**src/rename_macros.svh**
```systemverilog
`ifndef RENAME_MACROS_SVH
`define RENAME_MACROS_SVH

// Architectural integer registers, x0 included
`define ARCH_REGS 32

// Physical register pool
`define PHYS_REGS 64

// Reorder-buffer entries
`define ROB_DEPTH 8

// Tag widths derived from the counts
`define ARCH_W $clog2(`ARCH_REGS)
`define PHYS_W $clog2(`PHYS_REGS)
`define ROB_W $clog2(`ROB_DEPTH)

// Major opcode of register-register ALU ops
`define OPCODE_OP 7'b0110011

`endif

```
**src/rename_pkg.sv**
```systemverilog
`include "rename_macros.svh"

package rename_pkg;

    // Register and entry tags
    typedef logic [`ARCH_W-1:0] arch_reg_t;
    typedef logic [`PHYS_W-1:0] phys_reg_t;
    typedef logic [`ROB_W-1:0] rob_id_t;

    // R-type layout, both sources live
    typedef struct packed {
        logic [6:0] funct7;
        arch_reg_t rs2;
        arch_reg_t rs1;
        logic [2:0] funct3;
        arch_reg_t rd;
        logic [6:0] opcode;
    } r_type_t;

    // I-type layout, rs2 slot holds immediate bits
    typedef struct packed {
        logic [11:0] imm;
        arch_reg_t rs1;
        logic [2:0] funct3;
        arch_reg_t rd;
        logic [6:0] opcode;
    } i_type_t;

    // One fetched word, two decodings picked by opcode
    typedef union packed {
        r_type_t r;
        i_type_t i;
    } inst_word_u;

    // One in-flight instruction
    typedef struct packed {
        arch_reg_t arch_rd;
        phys_reg_t new_preg;
        // Mapping replaced by this rd, freed at commit
        phys_reg_t old_preg;
        logic done;
    } rob_entry_t;

endpackage

```
**src/rename_if.sv**
```systemverilog
// Free register pop at rename, push at commit
interface free_list_if;
    import rename_pkg::*;

    logic pop;
    phys_reg_t head_preg;
    logic empty;
    logic push;
    phys_reg_t push_preg;

    // Rename side takes the head register
    modport dispatch (output pop, input head_preg, input empty);
    // Queue side
    modport list (input pop, output head_preg, output empty);
    // Commit side returns the freed mapping
    modport commit (output push, output push_preg);
endinterface

// Reorder-buffer allocation at rename
interface rob_alloc_if;
    import rename_pkg::*;

    logic alloc;
    arch_reg_t arch_rd;
    phys_reg_t new_preg;
    phys_reg_t old_preg;
    logic full;
    rob_id_t tail_id;

    // Rename side opens an entry
    modport dispatch (output alloc, output arch_rd, output new_preg, output old_preg,
                      input full, input tail_id);
    // Buffer side
    modport rob (input alloc, input arch_rd, input new_preg, input old_preg,
                 output full, output tail_id);
endinterface

```
**src/rename_dispatch.sv**
```systemverilog
`include "rename_macros.svh"

module rename_dispatch (
    input  logic                  clk,
    input  logic                  arst_n,
    input  logic                  inst_valid,
    input  logic [31:0]           inst_word,
    output logic                  inst_ready,
    output logic                  ren_valid,
    output rename_pkg::phys_reg_t ren_rs1_preg,
    output rename_pkg::phys_reg_t ren_rs2_preg,
    output rename_pkg::phys_reg_t ren_rd_preg,
    output rename_pkg::rob_id_t   ren_rob_id,
    output rename_pkg::arch_reg_t rat_rs1,
    output rename_pkg::arch_reg_t rat_rs2,
    output rename_pkg::arch_reg_t rat_rd,
    input  rename_pkg::phys_reg_t rat_rs1_preg,
    input  rename_pkg::phys_reg_t rat_rs2_preg,
    input  rename_pkg::phys_reg_t rat_old_preg,
    output logic                  rat_we,
    output rename_pkg::phys_reg_t rat_new_preg,
    free_list_if.dispatch         fl,
    rob_alloc_if.dispatch         rob
);
    import rename_pkg::*;

    inst_word_u word;
    logic is_r;
    logic has_rd;
    logic live;
    logic xfer;
    phys_reg_t dest_preg;

    // Decode view of the raw word
    assign word = inst_word;
    assign is_r = (word.r.opcode == `OPCODE_OP);

    // rs1 and rd sit at the same bits in both formats
    assign rat_rs1 = word.i.rs1;
    // I-type reads x0, which maps to p0
    assign rat_rs2 = is_r ? word.r.rs2 : '0;
    assign rat_rd = word.i.rd;
    assign has_rd = (rat_rd != '0);

    // Held low for the first cycle out of reset
    always_ff @(posedge clk or negedge arst_n) begin
        if (!arst_n) begin
            live <= 1'b0;
        end else begin
            live <= 1'b1;
        end
    end

    // x0 writers need no free register
    assign inst_ready = live & ~rob.full & (~fl.empty | ~has_rd);
    assign xfer = inst_valid & inst_ready;

    // Fresh tag for a real rd, p0 otherwise
    assign dest_preg = has_rd ? fl.head_preg : '0;

    // Free-list pop and map update
    assign fl.pop = xfer & has_rd;
    assign rat_we = xfer & has_rd;
    assign rat_new_preg = dest_preg;

    // Entry open, old mapping is p0 for x0
    assign rob.alloc = xfer;
    assign rob.arch_rd = rat_rd;
    assign rob.new_preg = dest_preg;
    assign rob.old_preg = rat_old_preg;

    always_ff @(posedge clk or negedge arst_n) begin
        if (!arst_n) begin
            ren_valid <= 1'b0;
        end else begin
            ren_valid <= xfer;
        end
    end

    // Sources sampled before this rd's own map write lands
    always_ff @(posedge clk) begin
        if (xfer) begin
            ren_rs1_preg <= rat_rs1_preg;
            ren_rs2_preg <= rat_rs2_preg;
            ren_rd_preg <= dest_preg;
            ren_rob_id <= rob.tail_id;
        end
    end
endmodule

```
**src/reg_alias_table.sv**
```systemverilog
`include "rename_macros.svh"

module reg_alias_table (
    input  logic                  clk,
    input  logic                  arst_n,
    input  rename_pkg::arch_reg_t rs1,
    input  rename_pkg::arch_reg_t rs2,
    input  rename_pkg::arch_reg_t rd,
    output rename_pkg::phys_reg_t rs1_preg,
    output rename_pkg::phys_reg_t rs2_preg,
    output rename_pkg::phys_reg_t rd_old_preg,
    input  logic                  we,
    input  rename_pkg::phys_reg_t new_preg
);
    import rename_pkg::*;

    // Speculative arch to phys map
    phys_reg_t map [`ARCH_REGS];

    // Combinational lookups
    assign rs1_preg = map[rs1];
    assign rs2_preg = map[rs2];
    // Mapping about to be replaced
    assign rd_old_preg = map[rd];

    always_ff @(posedge clk or negedge arst_n) begin
        if (!arst_n) begin
            // Identity, xN on pN
            for (int i = 0; i < `ARCH_REGS; i++) begin
                map[i] <= phys_reg_t'(i);
            end
        end else if (we && rd != '0) begin
            // x0 stays on p0
            map[rd] <= new_preg;
        end
    end
endmodule

```
**src/free_list.sv**
```systemverilog
`include "rename_macros.svh"

module free_list (
    input  logic          clk,
    input  logic          arst_n,
    free_list_if.list     fl,
    free_list_if.commit   ret
);
    import rename_pkg::*;

    // Registers above the architectural range start free
    localparam int SLOTS = `PHYS_REGS - `ARCH_REGS;
    localparam int PTR_W = $clog2(SLOTS);
    localparam int CNT_W = $clog2(SLOTS + 1);

    phys_reg_t slots [SLOTS];
    logic [PTR_W-1:0] head;
    logic [PTR_W-1:0] tail;
    logic [CNT_W-1:0] count;
    logic do_pop;

    assign fl.empty = (count == '0);
    // Next register handed to rename
    assign fl.head_preg = slots[head];

    // Pop guarded against an empty queue
    assign do_pop = fl.pop & ~fl.empty;

    always_ff @(posedge clk or negedge arst_n) begin
        if (!arst_n) begin
            // Queue starts full, ascending
            for (int i = 0; i < SLOTS; i++) begin
                slots[i] <= phys_reg_t'(`ARCH_REGS + i);
            end
            head <= '0;
            tail <= '0;
            count <= CNT_W'(SLOTS);
        end else begin
            // Freed mapping back at the tail
            // Never overflows, 32 tags live in 32 slots
            if (ret.push) begin
                slots[tail] <= ret.push_preg;
                tail <= tail + 1'b1;
            end
            if (do_pop) begin
                head <= head + 1'b1;
            end
            // Same-cycle pop and push cancel
            count <= count + CNT_W'(ret.push) - CNT_W'(do_pop);
        end
    end
endmodule

```
**src/reorder_buffer.sv**
```systemverilog
`include "rename_macros.svh"

module reorder_buffer (
    input  logic                  clk,
    input  logic                  arst_n,
    rob_alloc_if.rob              alloc,
    free_list_if.commit           fl,
    input  logic                  done_valid,
    input  rename_pkg::rob_id_t   done_rob_id,
    output logic                  commit_valid,
    output rename_pkg::arch_reg_t commit_arch_rd,
    output rename_pkg::phys_reg_t commit_preg,
    output rename_pkg::phys_reg_t commit_freed_preg
);
    import rename_pkg::*;

    localparam int CNT_W = $clog2(`ROB_DEPTH + 1);

    rob_entry_t entries [`ROB_DEPTH];
    rob_id_t head;
    rob_id_t tail;
    logic [CNT_W-1:0] count;
    rob_entry_t head_e;

    // Oldest in-flight entry
    assign head_e = entries[head];

    // Allocation status back to rename
    assign alloc.full = (count == CNT_W'(`ROB_DEPTH));
    assign alloc.tail_id = tail;

    // Stale done bits in free slots masked by count
    assign commit_valid = (count != '0) & head_e.done;

    // x0 entries carry p0 in both tags
    assign commit_arch_rd = head_e.arch_rd;
    assign commit_preg = head_e.new_preg;
    assign commit_freed_preg = head_e.old_preg;

    // Return replaced mapping, nothing for x0
    assign fl.push = commit_valid & (head_e.arch_rd != '0);
    assign fl.push_preg = head_e.old_preg;

    always_ff @(posedge clk) begin
        // Completion mark, visible to commit next cycle
        if (done_valid) begin
            entries[done_rob_id].done <= 1'b1;
        end
        // New entry starts not done
        if (alloc.alloc) begin
            entries[tail] <= '{
                arch_rd: alloc.arch_rd,
                new_preg: alloc.new_preg,
                old_preg: alloc.old_preg,
                done: 1'b0
            };
        end
    end

    // Queue pointers
    always_ff @(posedge clk or negedge arst_n) begin
        if (!arst_n) begin
            head <= '0;
            tail <= '0;
            count <= '0;
        end else begin
            if (alloc.alloc) begin
                tail <= tail + 1'b1;
            end
            // One in-order retire per cycle
            if (commit_valid) begin
                head <= head + 1'b1;
            end
            count <= count + CNT_W'(alloc.alloc) - CNT_W'(commit_valid);
        end
    end
endmodule

```
**src/rename_top.sv**
```systemverilog
module rename_top (
    input  logic                  clk,
    input  logic                  arst_n,
    input  logic                  inst_valid,
    input  logic [31:0]           inst_word,
    output logic                  inst_ready,
    output logic                  ren_valid,
    output rename_pkg::phys_reg_t ren_rs1_preg,
    output rename_pkg::phys_reg_t ren_rs2_preg,
    output rename_pkg::phys_reg_t ren_rd_preg,
    output rename_pkg::rob_id_t   ren_rob_id,
    input  logic                  done_valid,
    input  rename_pkg::rob_id_t   done_rob_id,
    output logic                  commit_valid,
    output rename_pkg::arch_reg_t commit_arch_rd,
    output rename_pkg::phys_reg_t commit_preg,
    output rename_pkg::phys_reg_t commit_freed_preg
);
    import rename_pkg::*;

    // Rename to alias table
    arch_reg_t rat_rs1;
    arch_reg_t rat_rs2;
    arch_reg_t rat_rd;
    phys_reg_t rat_rs1_preg;
    phys_reg_t rat_rs2_preg;
    phys_reg_t rat_old_preg;
    phys_reg_t rat_new_preg;
    logic rat_we;

    // Pop from rename, push from commit
    free_list_if fl_if ();
    rob_alloc_if rob_if ();

    rename_dispatch dispatch_i (
        .clk(clk),
        .arst_n(arst_n),
        .inst_valid(inst_valid),
        .inst_word(inst_word),
        .inst_ready(inst_ready),
        .ren_valid(ren_valid),
        .ren_rs1_preg(ren_rs1_preg),
        .ren_rs2_preg(ren_rs2_preg),
        .ren_rd_preg(ren_rd_preg),
        .ren_rob_id(ren_rob_id),
        .rat_rs1(rat_rs1),
        .rat_rs2(rat_rs2),
        .rat_rd(rat_rd),
        .rat_rs1_preg(rat_rs1_preg),
        .rat_rs2_preg(rat_rs2_preg),
        .rat_old_preg(rat_old_preg),
        .rat_we(rat_we),
        .rat_new_preg(rat_new_preg),
        .fl(fl_if),
        .rob(rob_if)
    );

    reg_alias_table rat_i (
        .clk(clk),
        .arst_n(arst_n),
        .rs1(rat_rs1),
        .rs2(rat_rs2),
        .rd(rat_rd),
        .rs1_preg(rat_rs1_preg),
        .rs2_preg(rat_rs2_preg),
        .rd_old_preg(rat_old_preg),
        .we(rat_we),
        .new_preg(rat_new_preg)
    );

    // Both sides of the same free-list bundle
    free_list free_list_i (
        .clk(clk),
        .arst_n(arst_n),
        .fl(fl_if),
        .ret(fl_if)
    );

    reorder_buffer rob_i (
        .clk(clk),
        .arst_n(arst_n),
        .alloc(rob_if),
        .fl(fl_if),
        .done_valid(done_valid),
        .done_rob_id(done_rob_id),
        .commit_valid(commit_valid),
        .commit_arch_rd(commit_arch_rd),
        .commit_preg(commit_preg),
        .commit_freed_preg(commit_freed_preg)
    );
endmodule

```
**config.mk**
```make
export PLATFORM = sky130hd
export DESIGN_NAME = rename_top
export DESIGN_NICKNAME = d
export VERILOG_FILES = /design/src/rename_pkg.sv /design/src/rename_if.sv /design/src/rename_dispatch.sv /design/src/reg_alias_table.sv /design/src/free_list.sv /design/src/reorder_buffer.sv /design/src/rename_top.sv
export VERILOG_INCLUDE_DIRS = /design/src
export SDC_FILE = /design/constraint.sdc
export NUM_CORES = 1
export LEC_CHECK = 0
export BUFFER_PORTS_ARGS = -buffer_cell sky130_fd_sc_hd__clkbuf_2
export CORE_MARGIN = 2
export CORE_UTILIZATION = 60
export DETAILED_ROUTE_END_ITERATION = 8
export PLACE_DENSITY_LB_ADDON = 0.05
export SYNTH_ARGS = -nofsm -noshare
export SYNTH_HDL_FRONTEND = slang
export SYNTH_SLANG_ARGS = --single-unit
```
**constraint.sdc**
```tcl
create_clock -name clk -period 7.16 [get_ports clk]
set_input_delay 0.358 -clock clk [delete_from_list [all_inputs] [get_ports clk]]
set_output_delay 0.358 -clock clk [all_outputs]
set_load 0.02 [all_outputs]
```
==> impl_summary.md <==
Outcome
The flow ran to the end, and the final reports show no timing, DRC or antenna violations.

Placed design
The placed cell count is 2482. At the end of routability-driven placement, the weighted congestion stood at around 0.94. The post-placement worst setup slack is 2.51 ns. The estimated wirelength of the detail-placed design is 49600 µm. The number of port buffers is 69.

STA
The worst path meets setup with 2.52 ns of slack. The count of final hold-check violations is 0. The final-report max-slew violation count is 0.

Setup violations remaining at the end of the flow were counted as 0. Setup repair after global routing left no endpoint under its margin. The worst hold slack across all endpoints is ~0.035 ns. The final worst-path cycle share is around two thirds. The actual transition at the worst max-transition pin is 1.23 ns. The total negative slack is 0 ns. Subtracting the final worst setup slack from the clock period gives about 4.6 ns. The post-route clock skew is 0.0111 ns. For this run, the top clock speed supported by timing is 215 MHz.

In this run the tightest slew margin relative to its limit is 17.2%.

Layout
The number of antenna diodes in the final layout is 0. Measured on the finished design, the core utilization comes to 67.2%. The number of cells in the finished layout apart from fillers is 2592. Of the cells placed in the final design, the portion with a size suffix greater than 1 is 47.4%.

The area growth from synthesis to layout is 10.3%. The number of nets in the finished design is 1991.

Yosys
The synthesized netlist devotes about 4.5% of its cell area to simple gates. The share of async-settable or async-resettable flops after synthesis is a little under three quarters. The adder and majority gate portion of the synthesized area is 1.04%. Of the post-synthesis cell area, the dominant cell type holds 18.8%. The flip-flop cell with the highest count after synthesis is sky130_fd_sc_hd__dfrtp_1.

The area share of xor/xnor cells in the synthesized design is 0.542%. The synthesized area per cell is 15.3 µm². The synthesized design contains 157 enable-type register cells. The number of nets in the synthesized netlist is 1962. The post-synthesis cell count is 1900. The post-synthesis register bit count is approximately 580.

In the post-synthesis netlist, the biggest area contributors are sky130_fd_sc_hd__dfrtp_1 (19%), sky130_fd_sc_hd__dfstp_2 (17%), sky130_fd_sc_hd__mux4_2 (17%). The fraction of the yosys area taken by sequential cells is 53.0%. During synthesis, Yosys emitted a total of 0 warnings.

The complex-gate fraction of the synthesized area is a little under an eighth. The synthesized design spends more area on one cell type than any other, namely sky130_fd_sc_hd__dfrtp_1. The number of distinct library cells after synthesis is 71. The mux cell area share after synthesis is 26.6%. Ranked by instance count, the synthesized netlist is headed by sky130_fd_sc_hd__dfrtp_1 (219), sky130_fd_sc_hd__mux2_2 (219), sky130_fd_sc_hd__mux4_2 (218). The cell area after synthesis is 29100 µm². After synthesis, the largest family of logic cells by area is multiplexers.

Setup path
The critical path contains buffers and inverters numbering 5 combined. The data required time at the worst endpoint is 7.69 ns. For this run, the slowest stage of the critical path takes 1.05 ns. Counting stages on the worst path, the most repeated cell is sky130_fd_sc_hd__inv_1. The gate family responsible for the most delay along the worst path is flip-flops. The worst-case register-to-register setup slack is 2.52 ns. Walking the worst path, the cells encountered are mux4_2 > mux2_2 > nor4_4 > buf_4 > a21oi_2 > inv_1 > ha_1 > inv_1 > ha_1 > inv_1 > fa_1 > inv_1 > a21oi_1 > nor2_1 > nor2_1 > xnor2_1.

The worst setup path is captured at a flop. The startpoint type of the worst setup path is a flop. The type of the worst setup path is flop to flop. The maximum fanout count along the critical path is 42. At the worst endpoint, the arrival time is 5.17 ns. The cell with the largest stage delay on the worst path is sky130_fd_sc_hd__dfrtp_1.

Die
The core area is 47700 µm². Once the floorplan was initialized, standard cells occupied approximately three fifths of the core. The floorplan row count is 80.

The die is 224 µm wide. The floorplan step defined a die boundary enclosing 50200 µm². During I/O placement, the number of pins put on the boundary was 80. The chip height is 224 µm.

Clocking
The clock net in this run drives a total of 577 sinks. The tree is rooted in a sky130_fd_sc_hd__clkbuf_16. Clock-pin slew was measured on the worst setup and hold paths at 0.06 ns. The TritonCTS buffer count is 58.

The worst-case clock buffer depth is 3. The TritonCTS clock tree is done. The number of setup buffers added after CTS is 0.

Clock latency on the worst-skew pair, taken at its later pin, is 0.64 ns. The H-tree depth reported by CTS is 2.

GRT
The initial antenna violation count is 2. The final global-route overflow total is 0. The first global-routing pass estimated 117000 µm of wire. The maximum number of pins on one net before global-route repair is 116. The overall routing resource usage is 31.2%. The via count of the first global-routing pass came to 18500.

Drt
The DRC violations left is 0. The first-pass detailed-route iteration total is 5. The via count is approximately 18000. After detailed routing, the average wire length per cell comes to 29.4 µm. The iteration-0 DRC count of the detailed router is about 1700. The via count normalized by instance count is about 7.

The final wirelength is ~76000 µm. The remaining antenna violation count is 0.

Run
The max-cap check violation count is 0.

Power
The worst voltage drop across the vdd grid is between 0.4 and 0.5 mV. Summed over all cells, the static leakage comes to 12.3 nW. In this run the power density over the cells is around 470 nW/µm².

Min path
The path class of the tightest hold or removal check is primary input to flop.
-- worst paths after layout --
path                       depth (start not counted)                    end            from
max in group asynchronous                          3    free_list_i.head[0]          arst_n
max                                               16   free_list_i.count[4]   rob_i.head[2]
min                                                3    rob_i.entries[1][0]      done_valid
max reg2reg                                       16   free_list_i.count[4]   rob_i.head[2]
min in group asynchronous                          2  free_list_i.slots[42]          arst_n
min reg2reg                                        0         rat_i.map[188]  rat_i.map[188]
-- kinds of logic (layout without fill, tap and decap cells) --
| family | Yosys count | in the layout |
|---|---|---|
| XOR/XNOR | 18 | 18 |
| flip-flops | 577 | 577 |
| AO/OA/AOI/OAI | 368 | 368 |
| buffers and inverters | 188 | 265 |
| AND/OR/NAND/NOR | 252 | 252 |
| multiplexers | 473 | 473 |
| other | 1 | 1 |
| adder cells (fa/ha/maj) | 23 | 23 |
-- where the power goes --
| part | switching [W] | internal [W] | total (W) |
|---|---|---|---|
| sequential | 0.000941 | 0.00492 | 0.00586 |
| clock | 0.00133 | 0.00185 | 0.00319 |
| combinational | 0.00351 | 0.00264 | 0.00615 |
-- metal layers --
metal  up-vias  global-route usage [%]  share of wire [%]
li1       7658                       -                  -
met1      9622                    43.1                 41
met2       768                    49.0                 48
met5         -                       0                  0
met4         0                    13.7                4.8
met3       181                    5.54                6.9
-- cell usage in the layout (no fill, tap or decap), drive strengths merged, types with 8 or more instances in the layout --
cell     synthesis  layout
nor4             8       8
buf             70      52
dfxtp            8       8
clkbuf          80     140
inv             38      40
dfrtp          219     219
a221oi          14      14
mux2           221     221
dfstp          193     193
xnor2            9       9
nand3           24      24
clkinv           0      22
mux2i           34      34
a31oi           18      18
nand3b          14      14
o22ai           29      29
xor2             9       9
a2111oi         24      24
edfxtp         157     157
or3              9       9
nor2b           23      23
a21o             8       8
mux4           218     218
nor3            25      25
a2bb2oi        196     196
nor2            75      75
nand2           33      33
a21oi           34      34
bufinv           0       8
nand2b          18      18
ha              21      21
-- flip-flops by register name, summed over array words and instances (netlist names) --
register,cells
dispatch_i.ren_rs2_preg,6
dispatch_i.live,1
dispatch_i.ren_rd_preg,6
dispatch_i.ren_valid,1
free_list_i.head,5
rat_i.map,192
free_list_i.slots,192
rob_i.entries,144
free_list_i.tail,5
dispatch_i.ren_rob_id,3
rob_i.alloc.tail_id,3
rob_i.count,4
dispatch_i.ren_rs1_preg,6
free_list_i.count,6
rob_i.head,3
-- per-stage QoR --
step | cell area, µm² | total power (W)
after floorplan | 29100 | 0.00994
final | 32100 | 0.0152
after global placement | 30100 | 0.0118
after detailed placement | 30100 | 0.0120
after CTS | 32100 | 0.0152
after global routing | 32100 | 0.0159
-- worst reg2reg max path: stages, from the launching register on --
cell	delay, ns
sky130_fd_sc_hd__dfrtp_1	1.05
sky130_fd_sc_hd__mux4_2	0.43
sky130_fd_sc_hd__mux2_2	0.32
sky130_fd_sc_hd__nor4_4	0.29
sky130_fd_sc_hd__buf_4	0.67
sky130_fd_sc_hd__a21oi_2	0.28
sky130_fd_sc_hd__inv_1	0.12
sky130_fd_sc_hd__ha_1	0.23
sky130_fd_sc_hd__inv_1	0.06
sky130_fd_sc_hd__ha_1	0.16
sky130_fd_sc_hd__inv_1	0.07
sky130_fd_sc_hd__fa_1	0.44
sky130_fd_sc_hd__inv_1	0.08
sky130_fd_sc_hd__a21oi_1	0.07
sky130_fd_sc_hd__nor2_1	0.10
sky130_fd_sc_hd__nor2_1	0.06
sky130_fd_sc_hd__xnor2_1	0.12
-- timing repair --
action / in CTS / in global routing
hold buffers: 2 / 0
endpoints found under the setup margin: 0 / 0
gates resized for setup: 0 / 0
endpoints found under the hold margin: 48 / 0
-- area by class of cell --
type | instances | area [µm²]
tap | 615 | 769
timing repair buffer | 119 | 741
clock buffer | 75 | 1590
sequential | 577 | 15400
clock inverter | 33 | 402
fill | 3358 | 15700
inverter | 38 | 143
multi-input combinational | 1135 | 13000
Power figures use the tool's default switching activity.
